`config.mk`:
```
export PLATFORM = sky130hd
export DESIGN_NAME = outer_product_top
export DESIGN_NICKNAME = d
export VERILOG_FILES = /design/src/fixp_pkg.sv /design/src/op_ctrl_pkg.sv /design/src/outer_product_regs.sv /design/src/operand_capture.sv /design/src/tile_multiplier.sv /design/src/outer_product_engine.sv /design/src/outer_product_top.sv
export SDC_FILE = /design/constraint.sdc
export NUM_CORES = 1
export LEC_CHECK = 0
export BUFFER_PORTS_ARGS = -buffer_cell sky130_fd_sc_hd__buf_2
export CORE_MARGIN = 2
export CORE_UTILIZATION = 61
export CTS_BUF_LIST = sky130_fd_sc_hd__clkbuf_16
export CTS_CLUSTER_SIZE = 10
export DETAILED_ROUTE_END_ITERATION = 10
export PLACE_DENSITY = 0.92
export SKIP_CTS_REPAIR_TIMING = 1
export SYNTH_ARGS = -nofsm -noshare
export SYNTH_HDL_FRONTEND = slang
export SYNTH_SLANG_ARGS = --single-unit
```
`constraint.sdc`:
```
create_clock -name clk -period 9.7 [get_ports clk]
set_input_delay 0.97 -clock clk [delete_from_list [all_inputs] [get_ports clk]]
set_output_delay 0.97 -clock clk [all_outputs]
set_load 0.1 [all_outputs]
```
`src/fixp_pkg.sv`:
```
package fixp_pkg;

    // vector shape
    localparam int a_len  = 4;
    localparam int b_len  = 4;
    localparam int cell_w = 8;            // a, b and result cells share one width
    localparam int prod_w = 2 * cell_w;   // full signed product

    localparam int a_w      = a_len * cell_w;
    localparam int b_w      = b_len * cell_w;
    localparam int result_w = a_len * b_len * cell_w;

    // tiling, rows of a by columns of b per cycle
    localparam int tile_v     = 2;
    localparam int tile_h     = 2;
    localparam int tile_cells = tile_v * tile_h;

    localparam int n_tiles_v = a_len / tile_v;
    localparam int n_tiles_h = b_len / tile_h;
    localparam int n_tiles   = n_tiles_v * n_tiles_h;

    // tile counter widths, at least one bit
    localparam int row_cnt_w = (n_tiles_v > 1) ? $clog2(n_tiles_v) : 1;
    localparam int col_cnt_w = (n_tiles_h > 1) ? $clog2(n_tiles_h) : 1;

    localparam int shift_w = 3;           // fraction shift 0..7

    // saturation limits of a result cell
    localparam logic [cell_w-1:0] cell_max = {1'b0, {(cell_w - 1){1'b1}}};
    localparam logic [cell_w-1:0] cell_min = {1'b1, {(cell_w - 1){1'b0}}};

endpackage

```
`src/op_ctrl_pkg.sv`:
```
package op_ctrl_pkg;

    // engine FSM
    typedef enum logic [1:0] {
        st_idle = 2'd0,
        st_calc = 2'd1,
        st_done = 2'd2
    } engine_state_t;

    // configuration register map
    typedef enum logic [1:0] {
        reg_frac      = 2'd0,   // fraction shift
        reg_mode      = 2'd1,   // bit 0 selects saturate
        reg_ovf_count = 2'd2    // jobs that overflowed
    } reg_addr_t;

    localparam int cfg_data_w = 8;

    ////////////////////////////////////////////////////////////
    // reset values
    ////////////////////////////////////////////////////////////
    localparam logic [fixp_pkg::shift_w-1:0] frac_reset = 3'd4;
    localparam logic                         mode_reset = 1'b0;   // wrap

    localparam int ovf_count_w = 8;

endpackage

```
`src/outer_product_regs.sv`:
```
`timescale 1ns/1ps

module outer_product_regs (
    input  logic                                  clk,
    input  logic                                  rst,
    input  logic                                  cfg_wr,
    input  op_ctrl_pkg::reg_addr_t                cfg_addr,
    input  logic [op_ctrl_pkg::cfg_data_w-1:0]    cfg_wdata,
    output logic [op_ctrl_pkg::cfg_data_w-1:0]    cfg_rdata,
    input  logic                                  busy,
    input  logic                                  job_ovf,
    output logic [fixp_pkg::shift_w-1:0]          frac_shift,
    output logic                                  sat_en
);

    logic [fixp_pkg::shift_w-1:0]        frac_q;
    logic                                sat_q;
    logic [op_ctrl_pkg::ovf_count_w-1:0] ovf_cnt_q;
    logic                                wr_en;

    assign wr_en = cfg_wr && !busy;   // config is frozen during a job

    ////////////////////////////////////////////////////////////
    // writable fields
    ////////////////////////////////////////////////////////////
    always_ff @(posedge clk) begin
        if (rst) begin
            frac_q <= op_ctrl_pkg::frac_reset;
            sat_q  <= op_ctrl_pkg::mode_reset;
        end else if (wr_en) begin
            case (cfg_addr)
                op_ctrl_pkg::reg_frac: frac_q <= cfg_wdata[fixp_pkg::shift_w-1:0];
                op_ctrl_pkg::reg_mode: sat_q  <= cfg_wdata[0];
                default: ;
            endcase
        end
    end

    // overflow job counter, sticks at all ones
    always_ff @(posedge clk) begin
        if (rst) begin
            ovf_cnt_q <= '0;
        end else if (wr_en && cfg_addr == op_ctrl_pkg::reg_ovf_count) begin
            ovf_cnt_q <= '0;   // any write clears
        end else if (job_ovf && ovf_cnt_q != '1) begin
            ovf_cnt_q <= ovf_cnt_q + 1'b1;
        end
    end

    ////////////////////////////////////////////////////////////
    // readback
    ////////////////////////////////////////////////////////////
    always_comb begin
        cfg_rdata = '0;
        case (cfg_addr)
            op_ctrl_pkg::reg_frac:      cfg_rdata[fixp_pkg::shift_w-1:0] = frac_q;
            op_ctrl_pkg::reg_mode:      cfg_rdata[0] = sat_q;
            op_ctrl_pkg::reg_ovf_count: cfg_rdata[op_ctrl_pkg::ovf_count_w-1:0] = ovf_cnt_q;
            default: ;
        endcase
    end

    assign frac_shift = frac_q;
    assign sat_en     = sat_q;

endmodule

```
`src/operand_capture.sv`:
```
`timescale 1ns/1ps

module operand_capture (
    input  logic                     clk,
    input  logic                     rst,
    input  logic [fixp_pkg::a_w-1:0] a,
    input  logic                     a_valid,
    output logic                     a_ready,
    input  logic [fixp_pkg::b_w-1:0] b,
    input  logic                     b_valid,
    output logic                     b_ready,
    input  logic                     job_done,
    output logic [fixp_pkg::a_w-1:0] a_buf,
    output logic [fixp_pkg::b_w-1:0] b_buf,
    output logic                     operands_ready
);

    logic                     a_set_q;
    logic                     b_set_q;
    logic [fixp_pkg::a_w-1:0] a_buf_q;
    logic [fixp_pkg::b_w-1:0] b_buf_q;

    assign a_ready = ~a_set_q;   // one vector held at a time
    assign b_ready = ~b_set_q;

    // set flags, released when the result leaves
    always_ff @(posedge clk) begin
        if (rst) begin
            a_set_q <= 1'b0;
            b_set_q <= 1'b0;
        end else if (job_done) begin
            a_set_q <= 1'b0;
            b_set_q <= 1'b0;
        end else begin
            if (a_valid && a_ready)
                a_set_q <= 1'b1;
            if (b_valid && b_ready)
                b_set_q <= 1'b1;
        end
    end

    // operand payload
    always_ff @(posedge clk) begin
        if (a_valid && a_ready)
            a_buf_q <= a;
        if (b_valid && b_ready)
            b_buf_q <= b;
    end

    assign a_buf          = a_buf_q;
    assign b_buf          = b_buf_q;
    assign operands_ready = a_set_q && b_set_q;

endmodule

```
`src/tile_multiplier.sv`:
```
`timescale 1ns/1ps

module tile_multiplier (
    input  logic [fixp_pkg::tile_v*fixp_pkg::cell_w-1:0]     a_tile,
    input  logic [fixp_pkg::tile_h*fixp_pkg::cell_w-1:0]     b_tile,
    input  logic [fixp_pkg::shift_w-1:0]                     frac_shift,
    input  logic                                             sat_en,
    output logic [fixp_pkg::tile_cells*fixp_pkg::cell_w-1:0] cells,
    output logic                                             ovf
);

    logic [fixp_pkg::tile_cells-1:0] cell_ovf;

    genvar i, j;
    for (i = 0; i < fixp_pkg::tile_v; i++) begin : g_row
        for (j = 0; j < fixp_pkg::tile_h; j++) begin : g_col
            logic signed [fixp_pkg::prod_w-1:0] prod;
            logic signed [fixp_pkg::prod_w-1:0] shifted;
            logic [fixp_pkg::prod_w-fixp_pkg::cell_w:0] top_bits;
            logic [fixp_pkg::cell_w-1:0] cell_val;

            assign prod = $signed(a_tile[i*fixp_pkg::cell_w +: fixp_pkg::cell_w]) *
                          $signed(b_tile[j*fixp_pkg::cell_w +: fixp_pkg::cell_w]);
            assign shifted = prod >>> frac_shift;   // keeps the sign

            // fits in a cell only if the sign bit and everything above agree
            assign top_bits = shifted[fixp_pkg::prod_w-1:fixp_pkg::cell_w-1];
            assign cell_ovf[i*fixp_pkg::tile_h+j] = ~((&top_bits) | ~(|top_bits));

            always_comb begin
                if (cell_ovf[i*fixp_pkg::tile_h+j] && sat_en) begin
                    // clamp toward the sign of the true value
                    if (shifted[fixp_pkg::prod_w-1])
                        cell_val = fixp_pkg::cell_min;
                    else
                        cell_val = fixp_pkg::cell_max;
                end else begin
                    cell_val = shifted[fixp_pkg::cell_w-1:0];   // wrap
                end
            end

            assign cells[(i*fixp_pkg::tile_h+j)*fixp_pkg::cell_w +: fixp_pkg::cell_w] = cell_val;
        end
    end

    assign ovf = |cell_ovf;

endmodule

```
`src/outer_product_engine.sv`:
```
`timescale 1ns/1ps

module outer_product_engine (
    input  logic                          clk,
    input  logic                          rst,
    input  logic [fixp_pkg::a_w-1:0]      a_buf,
    input  logic [fixp_pkg::b_w-1:0]      b_buf,
    input  logic                          operands_ready,
    input  logic [fixp_pkg::shift_w-1:0]  frac_shift,
    input  logic                          sat_en,
    output logic [fixp_pkg::result_w-1:0] result,
    output logic                          result_valid,
    input  logic                          result_ready,
    output logic                          error,
    output logic                          busy,
    output logic                          job_done,
    output logic                          job_ovf
);

    op_ctrl_pkg::engine_state_t state_q;

    logic [fixp_pkg::row_cnt_w-1:0] row_q;   // tile row, selects a cells
    logic [fixp_pkg::col_cnt_w-1:0] col_q;   // tile column, selects b cells
    logic                           last_col;
    logic                           last_tile;

    logic [fixp_pkg::shift_w-1:0]   frac_q;
    logic                           sat_q;
    logic                           ovf_q;   // sticky over the job

    logic [fixp_pkg::tile_v*fixp_pkg::cell_w-1:0]     a_tile;
    logic [fixp_pkg::tile_h*fixp_pkg::cell_w-1:0]     b_tile;
    logic [fixp_pkg::tile_cells*fixp_pkg::cell_w-1:0] tile_cells;
    logic                                             tile_ovf;
    logic [fixp_pkg::result_w-1:0]                    result_q;

    ////////////////////////////////////////////////////////////
    // tile select and multiply
    ////////////////////////////////////////////////////////////
    assign a_tile = a_buf[row_q*fixp_pkg::tile_v*fixp_pkg::cell_w +:
                          fixp_pkg::tile_v*fixp_pkg::cell_w];
    assign b_tile = b_buf[col_q*fixp_pkg::tile_h*fixp_pkg::cell_w +:
                          fixp_pkg::tile_h*fixp_pkg::cell_w];

    tile_multiplier tile_multiplier_inst (
        .a_tile     (a_tile),
        .b_tile     (b_tile),
        .frac_shift (frac_q),
        .sat_en     (sat_q),
        .cells      (tile_cells),
        .ovf        (tile_ovf)
    );

    assign last_col  = (int'(col_q) == fixp_pkg::n_tiles_h - 1);
    assign last_tile = (int'(row_q) * fixp_pkg::n_tiles_h + int'(col_q)) == fixp_pkg::n_tiles - 1;

    ////////////////////////////////////////////////////////////
    // control FSM
    ////////////////////////////////////////////////////////////
    always_ff @(posedge clk) begin
        if (rst) begin
            state_q <= op_ctrl_pkg::st_idle;
            row_q   <= '0;
            col_q   <= '0;
            ovf_q   <= 1'b0;
        end else begin
            case (state_q)
                op_ctrl_pkg::st_idle: begin
                    row_q <= '0;
                    col_q <= '0;
                    if (operands_ready) begin
                        state_q <= op_ctrl_pkg::st_calc;
                        ovf_q   <= 1'b0;   // new job
                    end
                end
                op_ctrl_pkg::st_calc: begin
                    ovf_q <= ovf_q | tile_ovf;
                    col_q <= last_col ? '0 : col_q + 1'b1;
                    if (last_col)
                        row_q <= row_q + 1'b1;   // wraps to 0 after the last row
                    if (last_tile)
                        state_q <= op_ctrl_pkg::st_done;
                end
                op_ctrl_pkg::st_done: begin
                    if (result_ready)
                        state_q <= op_ctrl_pkg::st_idle;
                end
                default: state_q <= op_ctrl_pkg::st_idle;
            endcase
        end
    end

    // shift and mode are frozen for the whole job
    always_ff @(posedge clk) begin
        if (state_q == op_ctrl_pkg::st_idle && operands_ready) begin
            frac_q <= frac_shift;
            sat_q  <= sat_en;
        end
    end

    ////////////////////////////////////////////////////////////
    // result matrix, cell (r, c) at index r*b_len + c
    ////////////////////////////////////////////////////////////
    always_ff @(posedge clk) begin
        if (state_q == op_ctrl_pkg::st_calc) begin
            for (int i = 0; i < fixp_pkg::tile_v; i++) begin
                for (int j = 0; j < fixp_pkg::tile_h; j++) begin
                    result_q[((int'(row_q) * fixp_pkg::tile_v + i) * fixp_pkg::b_len +
                              int'(col_q) * fixp_pkg::tile_h + j) * fixp_pkg::cell_w +:
                             fixp_pkg::cell_w]
                        <= tile_cells[(i*fixp_pkg::tile_h+j)*fixp_pkg::cell_w +: fixp_pkg::cell_w];
                end
            end
        end
    end

    assign result       = result_q;
    assign result_valid = (state_q == op_ctrl_pkg::st_done);
    assign error        = result_valid && ovf_q;   // only meaningful with valid
    assign busy         = (state_q != op_ctrl_pkg::st_idle);
    assign job_done     = result_valid && result_ready;
    assign job_ovf      = job_done && ovf_q;

endmodule

```
`src/outer_product_top.sv`:
```
`timescale 1ns/1ps

module outer_product_top (
    input  logic                                clk,
    input  logic                                rst,
    // operand a
    input  logic [fixp_pkg::a_w-1:0]            a,
    input  logic                                a_valid,
    output logic                                a_ready,
    // operand b
    input  logic [fixp_pkg::b_w-1:0]            b,
    input  logic                                b_valid,
    output logic                                b_ready,
    // result matrix
    output logic [fixp_pkg::result_w-1:0]       result,
    output logic                                result_valid,
    input  logic                                result_ready,
    output logic                                error,
    // configuration
    input  logic                                cfg_wr,
    input  op_ctrl_pkg::reg_addr_t              cfg_addr,
    input  logic [op_ctrl_pkg::cfg_data_w-1:0]  cfg_wdata,
    output logic [op_ctrl_pkg::cfg_data_w-1:0]  cfg_rdata
);

    logic [fixp_pkg::a_w-1:0]     a_buf;
    logic [fixp_pkg::b_w-1:0]     b_buf;
    logic                         operands_ready;
    logic                         job_done;
    logic                         job_ovf;
    logic                         busy;
    logic [fixp_pkg::shift_w-1:0] frac_shift;
    logic                         sat_en;

    outer_product_regs outer_product_regs_inst (
        .clk        (clk),
        .rst        (rst),
        .cfg_wr     (cfg_wr),
        .cfg_addr   (cfg_addr),
        .cfg_wdata  (cfg_wdata),
        .cfg_rdata  (cfg_rdata),
        .busy       (busy),
        .job_ovf    (job_ovf),
        .frac_shift (frac_shift),
        .sat_en     (sat_en)
    );

    operand_capture operand_capture_inst (
        .clk            (clk),
        .rst            (rst),
        .a              (a),
        .a_valid        (a_valid),
        .a_ready        (a_ready),
        .b              (b),
        .b_valid        (b_valid),
        .b_ready        (b_ready),
        .job_done       (job_done),
        .a_buf          (a_buf),
        .b_buf          (b_buf),
        .operands_ready (operands_ready)
    );

    outer_product_engine outer_product_engine_inst (
        .clk            (clk),
        .rst            (rst),
        .a_buf          (a_buf),
        .b_buf          (b_buf),
        .operands_ready (operands_ready),
        .frac_shift     (frac_shift),
        .sat_en         (sat_en),
        .result         (result),
        .result_valid   (result_valid),
        .result_ready   (result_ready),
        .error          (error),
        .busy           (busy),
        .job_done       (job_done),
        .job_ovf        (job_ovf)
    );

endmodule

```
==> impl_metrics.json <==
{
  "outcome": "completed",
  "p_comb_share_pct": 76.4,
  "crit_family": "adder cells",
  "p_sw_mw": 4.46,
  "layout_common_cells": "330 x nor2_1, 315 x inv_1, 220 x fa_1, 214 x buf_2, 196 x edfxtp_1",
  "skew_ns": 0.0262,
  "critPathMaxFanout": 19,
  "fp.dieArea_um2": 35700,
  "critPathRequiredTime_ns": 9.96,
  "min_period_ns": 8.21,
  "rsz0062_at_grt": "no",
  "grt_pass1_wl_mm": 84.7,
  "insertion_delay_ns": 0.55,
  "max_stage_delay_ns": 1.08,
  "dpl.hpwl_mm": 40.3,
  "start_kind": "flop",
  "drv_slew": 0,
  "maxCapViolCount": 0,
  "path_class": "flop to flop",
  "wl_met3_mm": 5.33,
  "final_common_cell": "nor2_1",
  "ys_seq_area_share_pct": 30.0,
  "die_w_um": 189,
  "finalCritPeriodShare_pct": 84.6,
  "reg2reg_to": "outer_product_engine_inst.result[25]$_DFFE_PP_",
  "worst_slew_pin_slew_ns": 1.24,
  "critical_path_buf_inv_count": 2,
  "leakage_nw": 10.2,
  "intPower_mw": 4.01,
  "cts_htree_levels": 1,
  "cts_buffer_depth": 3,
  "syn-cell-area_um2": 20900,
  "end_kind": "flop",
  "r2r_start": "outer_product_engine_inst.row_q$_SDFFE_PP0P_",
  "pwr-share-seq_pct": 13.8,
  "io_buffers": 214,
  "post-route-drc-count": 0,
  "setup.worst_path.start": "outer_product_engine_inst.row_q$_SDFFE_PP0P_",
  "numCtsBuffers": 25,
  "final_nets": 2717,
  "place_ws_ns": 1.71,
  "fp-row-count": 67,
  "ys_ff_latch": 215,
  "drt-pass1-iter-count": 6,
  "power_density_nw_per_um2": 365,
  "yosys.cell_types.count": 93,
  "synth_nets": 2519,
  "syn_avg_cell_area_um2": 9.97,
  "fin_tns_setup_ns": 0,
  "cts_root_buf": "clkbuf_16",
  "wl_met1_mm": 20.3,
  "critPathArrivalTime_ns": 8.47,
  "clock_power_share_pct": 9.8,
  "worstRegToRegCells": 19,
  "drt-vias-per-instance": 5.94,
  "cp_slowest_cell": "mux2i_1",
  "track_usage_pct": 29.6,
  "io_pins": 220,
  "start_util_pct": 62.1,
  "fp.dieH_um": 189,
  "grt_max_degree": 77,
  "hp-class": "flop to flop",
  "top_layer": "met5",
  "routed-wl-met2_mm": 24.7,
  "cts.sinks": 215,
  "swShare_pct": 52.7,
  "endpoint": "outer_product_engine_inst.result[25]$_DFFE_PP_",
  "fmax_mhz": 122,
  "setup_ws_ns": 1.49,
  "synth-main-ff-cell": "edfxtp_1",
  "antenna_left": 0,
  "synth_cells": 2094,
  "fin_util_pct": 69.1,
  "worst-r2r-setup-slack_ns": 1.49,
  "cts_tree": "yes",
  "wire_per_inst_um": 19.0,
  "cp.depth": 19,
  "place_congestion": 0.918,
  "postRouteWirelength_mm": 52.4,
  "cp_common_cell": "fa_1",
  "overflow": 0,
  "synthArstFlopShare_pct": 0,
  "clk_pin_slew_worst_paths_ns": 0.06,
  "crit_path_cell_trace": "mux2i_1 -> nor2_1 -> fa_1 -> inv_1 -> fa_1 -> fa_1 -> fa_1 -> inv_1 -> ha_1 -> a21o_4 -> a31o_2 -> o21ai_0 -> a21oi_1 -> xnor2_1 -> a2111oi_0 -> o21ai_0 -> nand3_2 -> nor2b_1 -> a211oi_1",
  "synth_edf_count": 196,
  "yosysWarnings": 0,
  "hold_viol_final": 0,
  "grt_pass1_vias": 16763,
  "maxSlewHeadroom_pct": 14.8,
  "layout-drive-gt1-share_pct": 17.0,
  "ir_drop_mv": 0.291,
  "drt_iter0_markers": 1579,
  "num_vias": 16388,
  "antenna_found_initial": 0,
  "core_um2": 33600,
  "setup_viol": 0,
  "fillCellCount": 2378,
  "synthToLayoutAreaGrowth_pct": 11.1,
  "antenna_cells": 0,
  "whs_path_depth": 0
}
-- logic make-up (layout without fill, tap and decap cells) --
logic type,after synthesis,count (layout),synth area share (%)
xor gates and xnor gates,63,63,2.68
DFF,215,215,30.0
adders and majority gates,345,345,28.6
and+or+nand+nor,650,650,14.2
buffers and inverters,382,599,7.02
AOI/OAI and AO/OA,305,305,10.3
muxes,134,134,7.17
-- power by group through the flow --
| stage | registers [mW] | clock network, mW | logic (mW) |
|---|---|---|---|
| floorplan | 1.39 | 0 | 4.63 |
| global placement | 1.18 | 0 | 5.95 |
| detailed placement | 1.18 | 0 | 6.23 |
| CTS | 1.17 | 0.837 | 6.31 |
| global route | 1.17 | 0.869 | 7.08 |
| finish | 1.16 | 0.834 | 6.47 |
-- registers in the layout (all words and copies together) (netlist names) --
name and flops:
outer_product_engine_inst.col_q 1, outer_product_engine_inst.state_q 2, outer_product_engine_inst.sat_q 1, operand_capture_inst.a_buf 32, operand_capture_inst.a_set_q 1, outer_product_engine_inst.frac_q 3
outer_product_engine_inst.ovf_q 1, outer_product_regs_inst.ovf_cnt_q 8, outer_product_regs_inst.sat_en 1, outer_product_regs_inst.frac_shift 3, outer_product_engine_inst.row_q 1, operand_capture_inst.b_buf 32
outer_product_engine_inst.result 128, operand_capture_inst.b_set_q 1
-- layer usage --
layer	global-route usage, %	up-vias
li1	-	7427
met1	38.8	7818
met2	49.4	983
met3	5.19	158
met4	10.9	2
met5	1.79	-
-- worst min path at each step --
stage | start | to | slack [ns]
2_1_floorplan | outer_product_regs_inst.frac_shift[2]$_SDFFE_PP1P_ | outer_product_engine_inst.frac_q[2]$_DFFE_PP_ | 0.42
3_3_place_gp | outer_product_regs_inst.frac_shift[2]$_SDFFE_PP1P_ | outer_product_engine_inst.frac_q[2]$_DFFE_PP_ | 0.46
3_5_place_dp | outer_product_regs_inst.frac_shift[2]$_SDFFE_PP1P_ | outer_product_engine_inst.frac_q[2]$_DFFE_PP_ | 0.46
4_1_cts | outer_product_regs_inst.frac_shift[2]$_SDFFE_PP1P_ | outer_product_engine_inst.frac_q[2]$_DFFE_PP_ | 0.48
5_1_grt | outer_product_regs_inst.sat_en$_SDFFE_PP0P_ | outer_product_engine_inst.sat_q$_DFFE_PP_ | 0.50
6_report | outer_product_regs_inst.sat_en$_SDFFE_PP0P_ | outer_product_engine_inst.sat_q$_DFFE_PP_ | 0.48
-- cell usage after synthesis (44+ instances only) --
cell,n,area [um^2]
ha_1,125,1560
a21oi_1,84,420
inv_1,297,1110
fa_1,220,4400
nand2_1,113,424
mux2i_1,72,721
mux2_2,53,597
nor2_1,331,1240
xnor2_1,46,403
o21ai_0,44,220
clkbuf_1,64,240
edfxtp_1,196,5890
-- cell type report --
class                   count  area, um^2  share of cell area (%)
clock buffers              25         626                    2.70
multi-input cells        1497       13200                    56.7
well taps                 448         561                    2.41
inverters                 299        1120                    4.84
clock inverters            21        95.1                   0.410
repair buffers            254        1370                    5.91
flip-flops and latches    215        6270                    27.0
-- stage by stage --
step	power [mW]	cell area, um^2	std cells	hold slack, ns
2_1_floorplan	6.02	20900	2094	0.422
3_3_place_gp	7.13	22500	2713	0.460
3_5_place_dp	7.41	22500	2713	0.462
4_1_cts	8.31	23200	2759	0.477
5_1_grt	9.11	23200	2759	0.497
6_report	8.47	23200	2759	0.482
Note: power is estimated with default switching activity, not from simulation.
